$ cat config.mk
export PLATFORM = sky130hd
export DESIGN_NAME = pq_top
export DESIGN_NICKNAME = d
export VERILOG_FILES = /design/src/rtl/pq_pkg.sv /design/src/rtl/pq_top.sv /design/src/rtl/pq_result.sv /design/src/rtl/pq_chain.sv /design/src/rtl/pq_node.sv /design/src/rtl/pq_node_ctrl.sv /design/src/rtl/pq_value_router.sv /design/src/rtl/pq_apb_decode.sv
export VERILOG_INCLUDE_DIRS = /design/src /design/src/include
export SDC_FILE = /design/constraint.sdc
export NUM_CORES = 1
export LEC_CHECK = 0
export ABC_AREA = 1
export BUFFER_PORTS_ARGS = -buffer_cell sky130_fd_sc_hd__buf_2
export CORE_MARGIN = 8
export CORE_UTILIZATION = 63
export DETAILED_ROUTE_END_ITERATION = 10
export HOLD_SLACK_MARGIN = 0.12
export PLACE_DENSITY_LB_ADDON = 0.12
export SYNTH_ARGS = -nofsm -noshare
export SYNTH_HDL_FRONTEND = slang
export SYNTH_SLANG_ARGS = --single-unit
$ cat constraint.sdc
create_clock -name clk -period 4.3 [get_ports clk]
set_clock_uncertainty 0.2 [all_clocks]
set_input_delay 0.215 -clock clk [delete_from_list [all_inputs] [get_ports clk]]
set_output_delay 0.215 -clock clk [all_outputs]
set_load 0.005 [all_outputs]
$ cat src/include/pq_defs.svh
`ifndef PQ_DEFS_SVH
`define PQ_DEFS_SVH

// Queue geometry with one key per node
`define PQ_DEPTH 8
`define PQ_KEY_W 16

// APB data bus width
`define PQ_APB_DW 32

// Register byte offsets
`define PQ_ADDR_DATA   4'h0
`define PQ_ADDR_DEQ    4'h4
`define PQ_ADDR_STATUS 4'h8
`define PQ_ADDR_ERR    4'hC

// STATUS flags above the count in the low bits
`define PQ_STAT_FULL_BIT  8
`define PQ_STAT_EMPTY_BIT 9

// ERR layout
`define PQ_ERR_FULL_BIT  0
`define PQ_ERR_EMPTY_BIT 1

`endif
$ cat src/rtl/pq_pkg.sv
`default_nettype none

`include "pq_defs.svh"

package pq_pkg;

  ////////////////////
  // Data types
  ////////////////////

  // Key held by one node
  typedef logic [`PQ_KEY_W-1:0] key_t;

  // Fill count that can reach PQ_DEPTH itself
  typedef logic [$clog2(`PQ_DEPTH+1)-1:0] count_t;

  // Register offset on APB
  typedef logic [3:0] apb_addr_t;

  ////////////////////
  // Node controller
  ////////////////////

  typedef enum logic [1:0] {
    st_idle,
    st_enq_pass,
    st_deq_pull
  } node_state_e;

endpackage

`default_nettype wire

$ cat src/rtl/pq_top.sv
`timescale 1ns/1ps
`default_nettype none

`include "pq_defs.svh"

module pq_top import pq_pkg::*; (
  input  wire                   clk,
  input  wire                   rst_n_i,
  input  wire                   psel_i,
  input  wire                   penable_i,
  input  wire                   pwrite_i,
  input  wire apb_addr_t        paddr_i,
  input  wire key_t             pwdata_i,
  output logic [`PQ_APB_DW-1:0] prdata_o,
  output logic                  pready_o,
  output logic                  pslverr_o
);

  logic      enq_req;
  logic      deq_req;
  logic      err_clr;
  logic      op_err;
  apb_addr_t rd_sel;
  logic      op_ready;
  key_t      head_key;
  logic      head_valid;
  count_t    count;
  logic      full;
  logic      empty;

  ////////////////////
  // Decode
  ////////////////////

  pq_apb_decode i_decode (
    .clk        (clk),
    .rst_n_i    (rst_n_i),
    .psel_i     (psel_i),
    .penable_i  (penable_i),
    .pwrite_i   (pwrite_i),
    .paddr_i    (paddr_i),
    .pwdata_i   (pwdata_i),
    .op_ready_i (op_ready),
    .full_i     (full),
    .empty_i    (empty),
    .enq_o      (enq_req),
    .deq_o      (deq_req),
    .err_clr_o  (err_clr),
    .rd_sel_o   (rd_sel),
    .pready_o   (pready_o),
    .op_err_o   (op_err)
  );

  ////////////////////
  // Execute
  ////////////////////

  pq_chain i_chain (
    .clk          (clk),
    .rst_n_i      (rst_n_i),
    .enq_i        (enq_req),
    .deq_i        (deq_req),
    .enq_key_i    (pwdata_i),
    .op_ready_o   (op_ready),
    .head_key_o   (head_key),
    .head_valid_o (head_valid),
    .count_o      (count),
    .full_o       (full),
    .empty_o      (empty)
  );

  // Head valid must agree with the count seen by the decoder
  a_head_vs_count: assert property (@(posedge clk) disable iff (!rst_n_i)
    head_valid == !empty)
    else $error("head valid disagrees with count");

  ////////////////////
  // Result
  ////////////////////

  pq_result i_result (
    .clk        (clk),
    .rst_n_i    (rst_n_i),
    .rd_sel_i   (rd_sel),
    .head_key_i (head_key),
    .count_i    (count),
    .full_i     (full),
    .empty_i    (empty),
    .op_err_i   (op_err),
    .enq_i      (enq_req),
    .err_clr_i  (err_clr),
    .prdata_o   (prdata_o),
    .pslverr_o  (pslverr_o)
  );

endmodule

`default_nettype wire

$ cat src/rtl/pq_result.sv
`timescale 1ns/1ps
`default_nettype none

`include "pq_defs.svh"

module pq_result import pq_pkg::*; (
  input  wire                    clk,
  input  wire                    rst_n_i,
  input  wire apb_addr_t         rd_sel_i,
  input  wire key_t              head_key_i,
  input  wire count_t            count_i,
  input  wire                    full_i,
  input  wire                    empty_i,
  input  wire                    op_err_i,
  input  wire                    enq_i,
  input  wire                    err_clr_i,
  output logic [`PQ_APB_DW-1:0]  prdata_o,
  output logic                   pslverr_o
);

  logic [1:0] err_q;

  ////////////////////
  // Sticky errors
  ////////////////////

  always_ff @(posedge clk) begin
    if (!rst_n_i) begin
      err_q <= '0;
    end else if (err_clr_i) begin
      err_q <= '0;
    end else if (op_err_i) begin
      // Only a full queue refuses an enqueue, only an empty one a dequeue
      if (full_i) begin
        err_q[`PQ_ERR_FULL_BIT] <= 1'b1;
      end
      if (empty_i) begin
        err_q[`PQ_ERR_EMPTY_BIT] <= 1'b1;
      end
    end
  end

  ////////////////////
  // Read data
  ////////////////////

  always_comb begin
    prdata_o = '0;
    case (rd_sel_i)
      `PQ_ADDR_DEQ: begin
        prdata_o[`PQ_KEY_W-1:0] = head_key_i;
      end
      `PQ_ADDR_STATUS: begin
        prdata_o[$bits(count_t)-1:0]  = count_i;
        prdata_o[`PQ_STAT_FULL_BIT]  = full_i;
        prdata_o[`PQ_STAT_EMPTY_BIT] = empty_i;
      end
      `PQ_ADDR_ERR: begin
        prdata_o[1:0] = err_q;
      end
      default: begin
        prdata_o = '0;
      end
    endcase
  end

  // Refused operations end with an error response
  assign pslverr_o = op_err_i;

endmodule

`default_nettype wire

$ cat src/rtl/pq_chain.sv
`timescale 1ns/1ps
`default_nettype none

`include "pq_defs.svh"

module pq_chain import pq_pkg::*; (
  input  wire       clk,
  input  wire       rst_n_i,
  input  wire       enq_i,
  input  wire       deq_i,
  input  wire key_t enq_key_i,
  output logic      op_ready_o,
  output key_t      head_key_o,
  output logic      head_valid_o,
  output count_t    count_o,
  output logic      full_o,
  output logic      empty_o
);

  // Index i feeds node i and index PQ_DEPTH leaves the tail
  logic enq_tok     [`PQ_DEPTH+1];
  key_t enq_tok_key [`PQ_DEPTH+1];
  logic deq_tok     [`PQ_DEPTH+1];
  key_t node_key    [`PQ_DEPTH];
  logic node_valid  [`PQ_DEPTH];
  key_t rt_key      [`PQ_DEPTH];
  logic rt_valid    [`PQ_DEPTH];
  logic busy_q;
  count_t cnt_q;

  assign enq_tok[0]     = enq_i;
  assign enq_tok_key[0] = enq_key_i;
  assign deq_tok[0]     = deq_i;

  for (genvar i = 0; i < `PQ_DEPTH; i++) begin : g_node
    if (i == `PQ_DEPTH-1) begin : g_tail
      assign rt_key[i]   = '0;
      assign rt_valid[i] = 1'b0;
    end else begin : g_link
      assign rt_key[i]   = node_key[i+1];
      assign rt_valid[i] = node_valid[i+1];
    end

    pq_node i_node (
      .clk        (clk),
      .rst_n_i    (rst_n_i),
      .enq_in_i   (enq_tok[i]),
      .enq_key_i  (enq_tok_key[i]),
      .deq_in_i   (deq_tok[i]),
      .rt_key_i   (rt_key[i]),
      .rt_valid_i (rt_valid[i]),
      .enq_out_o  (enq_tok[i+1]),
      .enq_key_o  (enq_tok_key[i+1]),
      .deq_out_o  (deq_tok[i+1]),
      .key_o      (node_key[i]),
      .valid_o    (node_valid[i])
    );
  end

  ////////////////////
  // Pacing and count
  ////////////////////

  always_ff @(posedge clk) begin
    if (!rst_n_i) begin
      busy_q <= 1'b0;
      cnt_q  <= '0;
    end else begin
      busy_q <= enq_i | deq_i;
      if (enq_i) begin
        cnt_q <= cnt_q + 1'b1;
      end else if (deq_i) begin
        cnt_q <= cnt_q - 1'b1;
      end
    end
  end

  // One idle cycle after every issue
  assign op_ready_o   = ~busy_q;
  assign head_key_o   = node_key[0];
  assign head_valid_o = node_valid[0];
  assign count_o      = cnt_q;
  assign full_o       = (cnt_q == count_t'(`PQ_DEPTH));
  assign empty_o      = (cnt_q == '0);

  a_count_max: assert property (@(posedge clk) disable iff (!rst_n_i)
    cnt_q <= count_t'(`PQ_DEPTH))
    else $error("count above depth");

  // A key leaving the tail would be lost
  a_no_overflow: assert property (@(posedge clk) disable iff (!rst_n_i)
    !enq_tok[`PQ_DEPTH])
    else $error("key %0h dropped off the tail", enq_tok_key[`PQ_DEPTH]);

endmodule

`default_nettype wire

$ cat src/rtl/pq_node.sv
`timescale 1ns/1ps
`default_nettype none

module pq_node import pq_pkg::*; (
  input  wire       clk,
  input  wire       rst_n_i,
  input  wire       enq_in_i,
  input  wire key_t enq_key_i,
  input  wire       deq_in_i,
  input  wire key_t rt_key_i,
  input  wire       rt_valid_i,
  output logic      enq_out_o,
  output key_t      enq_key_o,
  output logic      deq_out_o,
  output key_t      key_o,
  output logic      valid_o
);

  key_t key_q;
  logic valid_q;
  key_t pass_key_q;
  key_t keep_key;
  key_t pass_key;
  logic pass;
  logic load;
  logic pull;

  pq_node_ctrl i_ctrl (
    .clk       (clk),
    .rst_n_i   (rst_n_i),
    .enq_in_i  (enq_in_i),
    .deq_in_i  (deq_in_i),
    .pass_i    (pass),
    .enq_out_o (enq_out_o),
    .deq_out_o (deq_out_o),
    .load_o    (load),
    .pull_o    (pull)
  );

  pq_value_router i_router (
    .stored_key_i   (key_q),
    .stored_valid_i (valid_q),
    .in_key_i       (enq_key_i),
    .keep_key_o     (keep_key),
    .pass_key_o     (pass_key),
    .pass_o         (pass)
  );

  always_ff @(posedge clk) begin
    if (!rst_n_i) begin
      valid_q <= 1'b0;
    end else if (load) begin
      valid_q <= 1'b1;
    end else if (pull) begin
      valid_q <= rt_valid_i;
    end
  end

  // Stored key and the key that moves right
  always_ff @(posedge clk) begin
    if (load) begin
      key_q <= keep_key;
    end else if (pull) begin
      key_q <= rt_key_i;
    end
    if (load && pass) begin
      pass_key_q <= pass_key;
    end
  end

  assign enq_key_o = pass_key_q;
  assign key_o     = key_q;
  assign valid_o   = valid_q;

endmodule

`default_nettype wire

$ cat src/rtl/pq_node_ctrl.sv
`timescale 1ns/1ps
`default_nettype none

module pq_node_ctrl import pq_pkg::*; (
  input  wire  clk,
  input  wire  rst_n_i,
  input  wire  enq_in_i,
  input  wire  deq_in_i,
  input  wire  pass_i,
  output logic enq_out_o,
  output logic deq_out_o,
  output logic load_o,
  output logic pull_o
);

  node_state_e state_q;
  node_state_e state_d;

  // Each state lasts one cycle and emits the token to the right
  always_comb begin
    state_d = st_idle;
    if (enq_in_i && pass_i) begin
      state_d = st_enq_pass;
    end else if (deq_in_i) begin
      state_d = st_deq_pull;
    end
  end

  always_ff @(posedge clk) begin
    if (!rst_n_i) begin
      state_q <= st_idle;
    end else begin
      state_q <= state_d;
    end
  end

  // Register updates happen on the arrival edge
  assign load_o = enq_in_i;
  assign pull_o = deq_in_i;

  assign enq_out_o = (state_q == st_enq_pass);
  assign deq_out_o = (state_q == st_deq_pull);

  ////////////////////
  // Checks
  ////////////////////

  // Issue pacing upstream keeps tokens two cycles apart at every node
  a_token_gap: assert property (@(posedge clk) disable iff (!rst_n_i)
    (enq_in_i || deq_in_i) |=> !(enq_in_i || deq_in_i))
    else $error("tokens on consecutive cycles");

  a_token_excl: assert property (@(posedge clk) disable iff (!rst_n_i)
    !(enq_in_i && deq_in_i))
    else $error("enqueue and dequeue tokens met at a node");

endmodule

`default_nettype wire

$ cat src/rtl/pq_value_router.sv
`timescale 1ns/1ps
`default_nettype none

module pq_value_router import pq_pkg::*; (
  input  wire key_t stored_key_i,
  input  wire       stored_valid_i,
  input  wire key_t in_key_i,
  output key_t      keep_key_o,
  output key_t      pass_key_o,
  output logic      pass_o
);

  logic in_smaller;

  // Ties keep the stored key, so equal keys leave in arrival order
  assign in_smaller = in_key_i < stored_key_i;

  always_comb begin
    if (!stored_valid_i) begin
      // Empty node takes the key and the token dies here
      keep_key_o = in_key_i;
      pass_key_o = in_key_i;
      pass_o     = 1'b0;
    end else if (in_smaller) begin
      keep_key_o = in_key_i;
      pass_key_o = stored_key_i;
      pass_o     = 1'b1;
    end else begin
      keep_key_o = stored_key_i;
      pass_key_o = in_key_i;
      pass_o     = 1'b1;
    end
  end

endmodule

`default_nettype wire

$ cat src/rtl/pq_apb_decode.sv
`timescale 1ns/1ps
`default_nettype none

`include "pq_defs.svh"

module pq_apb_decode import pq_pkg::*; (
  input  wire            clk,
  input  wire            rst_n_i,
  input  wire            psel_i,
  input  wire            penable_i,
  input  wire            pwrite_i,
  input  wire apb_addr_t paddr_i,
  input  wire key_t      pwdata_i,
  input  wire            op_ready_i,
  input  wire            full_i,
  input  wire            empty_i,
  output logic           enq_o,
  output logic           deq_o,
  output logic           err_clr_o,
  output apb_addr_t      rd_sel_o,
  output logic           pready_o,
  output logic           op_err_o
);

  logic access;
  logic wr_data;
  logic rd_deq;

  // Setup cycles are ignored
  assign access  = psel_i & penable_i;
  assign wr_data = access & pwrite_i & (paddr_i == `PQ_ADDR_DATA);
  assign rd_deq  = access & ~pwrite_i & (paddr_i == `PQ_ADDR_DEQ);

  always_comb begin
    enq_o     = 1'b0;
    deq_o     = 1'b0;
    err_clr_o = 1'b0;
    op_err_o  = 1'b0;
    pready_o  = 1'b0;
    if (wr_data || rd_deq) begin
      // Queue operations stall until the chain can take one
      pready_o = op_ready_i;
      if (op_ready_i) begin
        if (wr_data) begin
          enq_o    = ~full_i;
          op_err_o = full_i;
        end else begin
          deq_o    = ~empty_i;
          op_err_o = empty_i;
        end
      end
    end else if (access) begin
      pready_o  = 1'b1;
      err_clr_o = pwrite_i & (paddr_i == `PQ_ADDR_ERR);
    end
  end

  // Read mux follows the address directly
  assign rd_sel_o = paddr_i;

  ////////////////////
  // Checks
  ////////////////////

  // The chain latches the bus data on this very edge
  a_key_known: assert property (@(posedge clk) disable iff (!rst_n_i)
    enq_o |-> !$isunknown(pwdata_i))
    else $error("enqueue with unknown key");

endmodule

`default_nettype wire

==> results.yml, run 1 <==
grt:
  met2_usage: 0.4142
  grt_pass1_wl_um: 52450
  grt_pass1_vias: 10340
  track_usage: 0.2311
  antenna_found_initial: 0
  grt.overflow.total: 0
  grt_util_met1: 0.2827
  grt_busiest_layer: "met2"
  met3_usage: 0.03104
  grt_max_degree: 36
die:
  core-area_um2: 22570
  die_w_um: 167.3
  rows: 55
  initial_core_util: 0.6392
  fp.dieH_um: 167.3
  ios: 59
  dieArea_um2: 28000
drt:
  drt_wl_total_um: 32200
  drc_errors: 0
  wire_per_inst_um: 17.10
  dr.pass1.iters: 5
  avgViaCountPerCell: 5.527
  vias: 10410
  antenna_left: 0
  first_iter_violations: 860
critical_path:
  crit_required_ns: 4.57
  critPathArrivalTime_ns: 4.12
  worstPathMaxFanout: 9
  crit_type: "input port to flop"
  r2r_slack_ns: 1.56
  worstReg2RegEnd: "i_chain.count_o[3]"
  timing.rr.start: "i_chain.count_o[0]"
  end_kind: "flop"
  critPathLaunchType: "input port"
  rr_worst_depth: 12
sta:
  fmax_mhz: 259.9
  timing.hold.ws_ns: 0.1576
  setup_viol: 0
  rsz0062_at_grt: "false"
  slew_headroom: 0.3091
  layout_min_cycle_time_ns: 3.847
  timing.final.max_slew_violations: 0
  worst_pin_slew_ns: 1.036
  setup_tns_ns: 0
  fin_crit_sh: 0.8947
  final_hold_viol_count: 0
  finalWorstSetupSlack_ns: 0.4526
yosys:
  ys.warnings.count: 0
  synth_compound_area_frac: 0.1238
  netlist-cell-type-count: 37
  synthSimpleGateAreaFrac: 0.1383
  synth_area_um2: 14430
  synthMuxAreaShare: 0
  ys_seq_area_frac: 0.5398
  synth-seq-cells: 269
  synth_adder_area_share: 0.1179
  yosys.area_share.xor_xnor: 0.0006071
  synth_top_family_by_area: "simple AND/OR/NAND/NOR gates"
  synth_area_per_cell_um2: 9.492
  syn-instance-count: 1520
clocking:
  post_cts_buffers: 0
  cts_sinks: 269
  cts.path.max_buffers: 3
  cts_buffers: 28
  cts_root_buf: "clkbuf_16"
  clk_pin_slew_ns: 0.06
  cts_tree: "done"
  htree_levels: 1
  clk_latency_ns: 0.54
layout:
  antenna_cells: 0
  final_net_count: 1738
  drive_gt1_frac: 0.07697
  area_growth_pct: 10.65
min_path:
  whs_path_depth: 7
  hp-class: "input port to flop"
  hold_start: "penable_i"
  min_to: "i_chain.g_node[0].i_node.i_ctrl.state_q[0]"
outcome:
  status: "finished clean"
pwr:
  vdd_drop_max_mv: 0.3213
  power.static_leakage_nw: 6.841
  powerDensity_nw_per_um2: 331.8
placed_design:
  gp_congestion: 0.8696
  post-place-ws_ns: 1.569
  io_buffers: 42
  hpwl_um: 23760
run:
  cap_viol_max_count: 0
## cell usage in the layout (no fill, tap or decap), types with 19 or more instances in the layout
| cell | count |
|---|---|
| dfxtp_1 | 29 |
| buf_2 | 42 |
| inv_1 | 208 |
| nand2_1 | 364 |
| clkbuf_16 | 29 |
| dlygate4sd3_1 | 25 |
| a21oi_1 | 73 |
| nor2_1 | 59 |
| o21ai_0 | 244 |
| nand3_1 | 19 |
| edfxtp_1 | 240 |
| ha_1 | 136 |
## cells by family after synthesis
family | Yosys count
other cells | 1
buf+inv | 282
simple gates | 484
xor+xnor | 1
fa+ha+maj | 136
flops | 269
compound gates | 347
## report_power, final
part / leakage, nW / switching, mW / internal [mW]
Clock: 0.447 / 0.993 / 1.41
Combinational: 4.00 / 0.0499 / 0.0387
Sequential: 2.40 / 0.00112 / 2.81
Total: 6.84 / 1.04 / 4.25
## sequential cells by signal, summed over array words and instances, names as in the netlist
register,count
i_chain.busy_q,1
i_chain.g_node.i_node.enq_key_o,112
i_chain.g_node.i_node.i_ctrl.state_q,14
i_chain.count_o,4
i_result.err_q,2
i_chain.g_node.i_node.key_o,128
i_chain.g_node.i_node.valid_o,8
## worst max-delay path, cell delays in order
cell,delay (ns)
dlygate4sd3_1,0.54
buf_2,0.15
nor2_4,0.12
dlygate4sd3_1,0.62
nand2_2,0.05
dlygate4sd3_1,0.59
nor2_4,0.19
nand2_4,0.12
ha_1,0.35
nand2_1,0.06
nand3b_2,0.21
nand2_1,0.07
nand2_1,0.08
nand3_2,0.06
nand2_1,0.05
dlygate4sd3_1,0.56
nor2_1,0.08
## routing by layer
metal / vias to the layer above / part of all wire
met5: - / 0
met1: 4796 / 0.42
li1: 5221 / -
met2: 326 / 0.50
met3: 65 / 0.053
met4: 0 / 0.032
## Yosys cell counts
master / n / area (um^2)
a211oi_1: 10 / 75.07
o21bai_1: 2 / 15.01
conb_1: 1 / 3.750
inv_2: 3 / 11.26
a21oi_1: 73 / 365.4
buf_4: 17 / 127.6
nand2_2: 3 / 18.77
clkinv_1: 2 / 7.510
o21ai_0: 244 / 1221
nand4_2: 1 / 12.51
clkbuf_1: 41 / 153.9
nand3_2: 9 / 90.09
xnor2_1: 1 / 8.760
nand4_1: 4 / 25.02
a21oi_2: 1 / 8.760
nor3b_1: 1 / 7.510
o21ai_1: 10 / 50.05
nor3_2: 1 / 10.01
nand3_1: 19 / 95.09
nor2_1: 59 / 221.5
inv_1: 208 / 780.8
buf_1: 1 / 3.750
nand3b_2: 1 / 11.26
nor2_4: 3 / 33.78
a31oi_1: 1 / 6.260
buf_2: 9 / 45.04
dfxtp_1: 29 / 580.6
o22ai_1: 2 / 12.51
clkbuf_8: 1 / 13.76
o31ai_1: 2 / 15.01
nand2_1: 364 / 1366
nand2_4: 1 / 11.26
edfxtp_1: 240 / 7207
ha_1: 136 / 1702
nor3_1: 16 / 80.08
nor2_2: 2 / 12.51
o221ai_1: 2 / 17.52
## repair_timing
action                    CTS  global route
hold endpoints to repair   47             0
hold buffers               25             0
gates resized for setup     0             0
## metrics by stage
stage | total power [mW] | cells | cell area [um^2] | util
global placement | 2.931 | 1807 | 14810 | 0.6562
CTS | 5.319 | 1883 | 15960 | 0.7073
finish | 5.297 | 1883 | 15960 | 0.7073
detailed placement | 2.933 | 1807 | 14810 | 0.6562
floorplan | 2.912 | 1535 | 14480 | -
global route | 5.427 | 1883 | 15960 | 0.7073
## final cells by class
cell class | instances | area [um^2]
clock buffer | 35 | 748.2
fill | 1669 | 6608
tap | 285 | 356.6
inverter | 213 | 799.5
timing repair buffer | 81 | 565.5
multi-input combinational | 984 | 5553
clock inverter | 16 | 153.9
sequential | 269 | 7787
## how the worst max path moves through the flow
stage                                               start                                     to
2_1_floorplan       i_chain.g_node[3].i_node.enq_key_o[5]      i_chain.g_node[4].i_node.key_o[0]
3_3_place_gp   i_chain.g_node[3].i_node.i_ctrl.state_q[1]  i_chain.g_node[4].i_node.enq_key_o[6]
3_5_place_dp                                   paddr_i[1]     i_chain.g_node[0].i_node.key_o[14]
4_1_cts                                        paddr_i[0]                     i_chain.count_o[3]
5_1_grt                                        paddr_i[0]                     i_chain.count_o[3]
6_report                                       paddr_i[0]                     i_chain.count_o[3]
No activity file was read; power rests on OpenSTA's default activity.
==> run 2, diff against run 1 <==
--- a/config.mk
+++ b/config.mk
@@ -12,7 +12,7 @@
 export CORE_UTILIZATION = 63
 export DETAILED_ROUTE_END_ITERATION = 10
 export HOLD_SLACK_MARGIN = 0.12
-export PLACE_DENSITY_LB_ADDON = 0.12
+export PLACE_DENSITY = 0.91
 export SYNTH_ARGS = -nofsm -noshare
 export SYNTH_HDL_FRONTEND = slang
 export SYNTH_SLANG_ARGS = --single-unit
==> run 2 against run 1 <==
  * Register-to-register slack worse by 0.55 ns
  * Critical path type unchanged
  * First-iteration DRC count up 17%
  * Die area is the same
  * Core utilization rose by 0.30 points
  * Non-clock buffer count grew 2
  * Setup slack worse by 0.022 ns
  * Design area increased by 0.42%
  * Highest routed layer unchanged
==> results.yml, run 2 (synthesis results as in run 1) <==
outcome:
  status: "finished clean"
grt:
  grt.overflow.total: 0
  track_usage: 0.2364
  grt_max_degree: 36
  antenna_found_initial: 0
  grt_pass1_wl_um: 54640
  grt_pass1_vias: 11240
clocking:
  cts.path.max_buffers: 3
  cts_sinks: 269
  cts_buffers: 28
  post_cts_buffers: 0
  clk_latency_ns: 0.54
  cts_root_buf: "clkbuf_16"
  htree_levels: 1
  cts_tree: "done"
  clk_pin_slew_ns: 0.06
sta:
  slew_headroom: 0.2447
  timing.hold.ws_ns: 0.1255
  fmax_mhz: 258.5
  timing.final.max_slew_violations: 0
  final_hold_viol_count: 0
  rsz0062_at_grt: "false"
  setup_tns_ns: 0
  setup_viol: 0
  worst_pin_slew_ns: 1.133
  layout_min_cycle_time_ns: 3.869
  fin_crit_sh: 0.8998
layout:
  final_net_count: 1740
  area_growth_pct: 11.12
  final_common_cell: "nand2_1"
  largest_reg_flops: 128
  stdcell_count: 1883
  seq_area_um2: 7787
  final_cell_mix: "364 x nand2_1, 244 x o21ai_0, 240 x edfxtp_1"
  fillers: 1417
  antenna_cells: 0
  drive_gt1_frac: 0.07635
  multiInputGateArea_um2: 5553
  final_area_um2: 16030
pwr:
  netSwitchingPower_mw: 1.034
  powerDensity_nw_per_um2: 337.0
  switching_share: 0.1914
  p_comb_frac: 0.017
  p_clk_frac: 0.464
  power.static_leakage_nw: 6.871
  seqPwrFrac: 0.520
  internal_power_mw: 4.369
  vdd_drop_max_mv: 0.2946
placed_design:
  hpwl_um: 22750
  placedCellCount: 1806
  gp_congestion: 0.9005
  io_buffers: 42
  placed_area_um2: 14800
critical_path:
  timing.rr.start: "i_chain.count_o[0]"
  critPathArrivalTime_ns: 4.15
  worstPathMaxFanout: 9
  crit_type: "input port to flop"
  r2r_slack_ns: 1.01
  rr_worst_depth: 13
  crit_required_ns: 4.58
  worstReg2RegEnd: "i_chain.count_o[3]"
  end_kind: "flop"
  critPathLaunchType: "input port"
die:
  ios: 59
  initial_core_util: 0.6392
  rows: 55
  die_w_um: 167.3
  core-area_um2: 22570
  fp.dieH_um: 167.3
  dieArea_um2: 28000
min_path:
  whs_path_depth: 7
  hp-class: "input port to flop"
  hold_start: "penable_i"
  min_to: "i_result.err_q[1]"
drt:
  dr.pass1.iters: 6
  first_iter_violations: 1004
  antenna_left: 0
  drc_errors: 0
  avgViaCountPerCell: 5.935
  drt_wl_total_um: 33800
  wire_per_inst_um: 17.95
  vias: 11180
run:
  cap_viol_max_count: 0
==> run 2: cell types whose count changed in the layout (fill, tap and decap cells not counted), sizes merged <==
cell | previous run | this run
buf | 56 | 55
clkinvlp | 1 | 2
dlygate4sd3 | 25 | 28
clkbuf | 35 | 34
bufinv | 3 | 5
clkinv | 14 | 10
==> run 2: critical path, stage by stage <==
cell and delay (ns):
dlygate4sd3_1 0.54, buf_2 0.14, nor2_4 0.14, dlygate4sd3_1 0.61, nand2_2 0.08, nor2_4 0.18, nand2_4 0.12, ha_1 0.35
nand2_1 0.07, nand3b_2 0.22, nand2_1 0.08, nand2_1 0.08, nand3_2 0.06, nand2_1 0.05, dlygate4sd3_1 0.56, nor2_1 0.09
dlygate4sd3_1 0.56
==> run 2: worst max path at each step <==
stage,endpoint,startpoint
6_report,i_chain.count_o[3],paddr_i[1]
3_5_place_dp,i_chain.g_node[5].i_node.enq_key_o[1],i_chain.g_node[5].i_node.key_o[5]
2_1_floorplan,i_chain.g_node[4].i_node.key_o[0],i_chain.g_node[3].i_node.enq_key_o[5]
4_1_cts,i_chain.count_o[3],paddr_i[1]
3_3_place_gp,i_chain.g_node[4].i_node.enq_key_o[4],i_chain.g_node[3].i_node.i_ctrl.state_q[1]
5_1_grt,i_chain.count_o[3],paddr_i[1]
==> run 2: cell type report <==
class | count | share of cell area
clock buffer | 34 | 0.04644
sequential | 269 | 0.4858
multi-input combinational | 984 | 0.3464
inverter | 213 | 0.04987
timing repair buffer | 83 | 0.03668
clock inverter | 15 | 0.01264
tap | 285 | 0.02224
==> run 2: power by group through the flow <==
stage          logic (mW)  registers (mW)  clock network (mW)
2_1_floorplan      0.0494            2.86                   0
3_3_place_gp       0.0650            2.86                   0
3_5_place_dp       0.0675            2.86                   0
4_1_cts            0.0849            2.81                2.52
5_1_grt            0.0986            2.81                2.61
6_report           0.0901            2.81                2.51
==> run 2: repair_timing <==
item / 4_1_cts / 5_1_grt
hold buffers: 28 / 0
hold endpoints to repair: 47 / 0
gates resized for setup: 0 / 0
endpoints found under the setup margin: 0 / 0
==> run 2: per-layer routing <==
| metal | track usage | routed length (um) | vias up |
|---|---|---|---|
| li1 | - | - | 5221 |
| met2 | 0.4336 | 17380 | 628 |
| met5 | 0 | 0 | - |
| met3 | 0.03503 | 2517 | 116 |
| met4 | 0.1118 | 1485 | 0 |
| met1 | 0.2664 | 12410 | 5210 |
==> run 2: per-stage QoR <==
step | util | setup slack, ns | power [mW]
2_1_floorplan | - | 1.668 | 2.912
3_3_place_gp | 0.6559 | 1.730 | 2.928
3_5_place_dp | 0.6559 | 1.627 | 2.931
4_1_cts | 0.7103 | 0.5403 | 5.409
5_1_grt | 0.7103 | 0.3269 | 5.513
6_report | 0.7103 | 0.4308 | 5.403
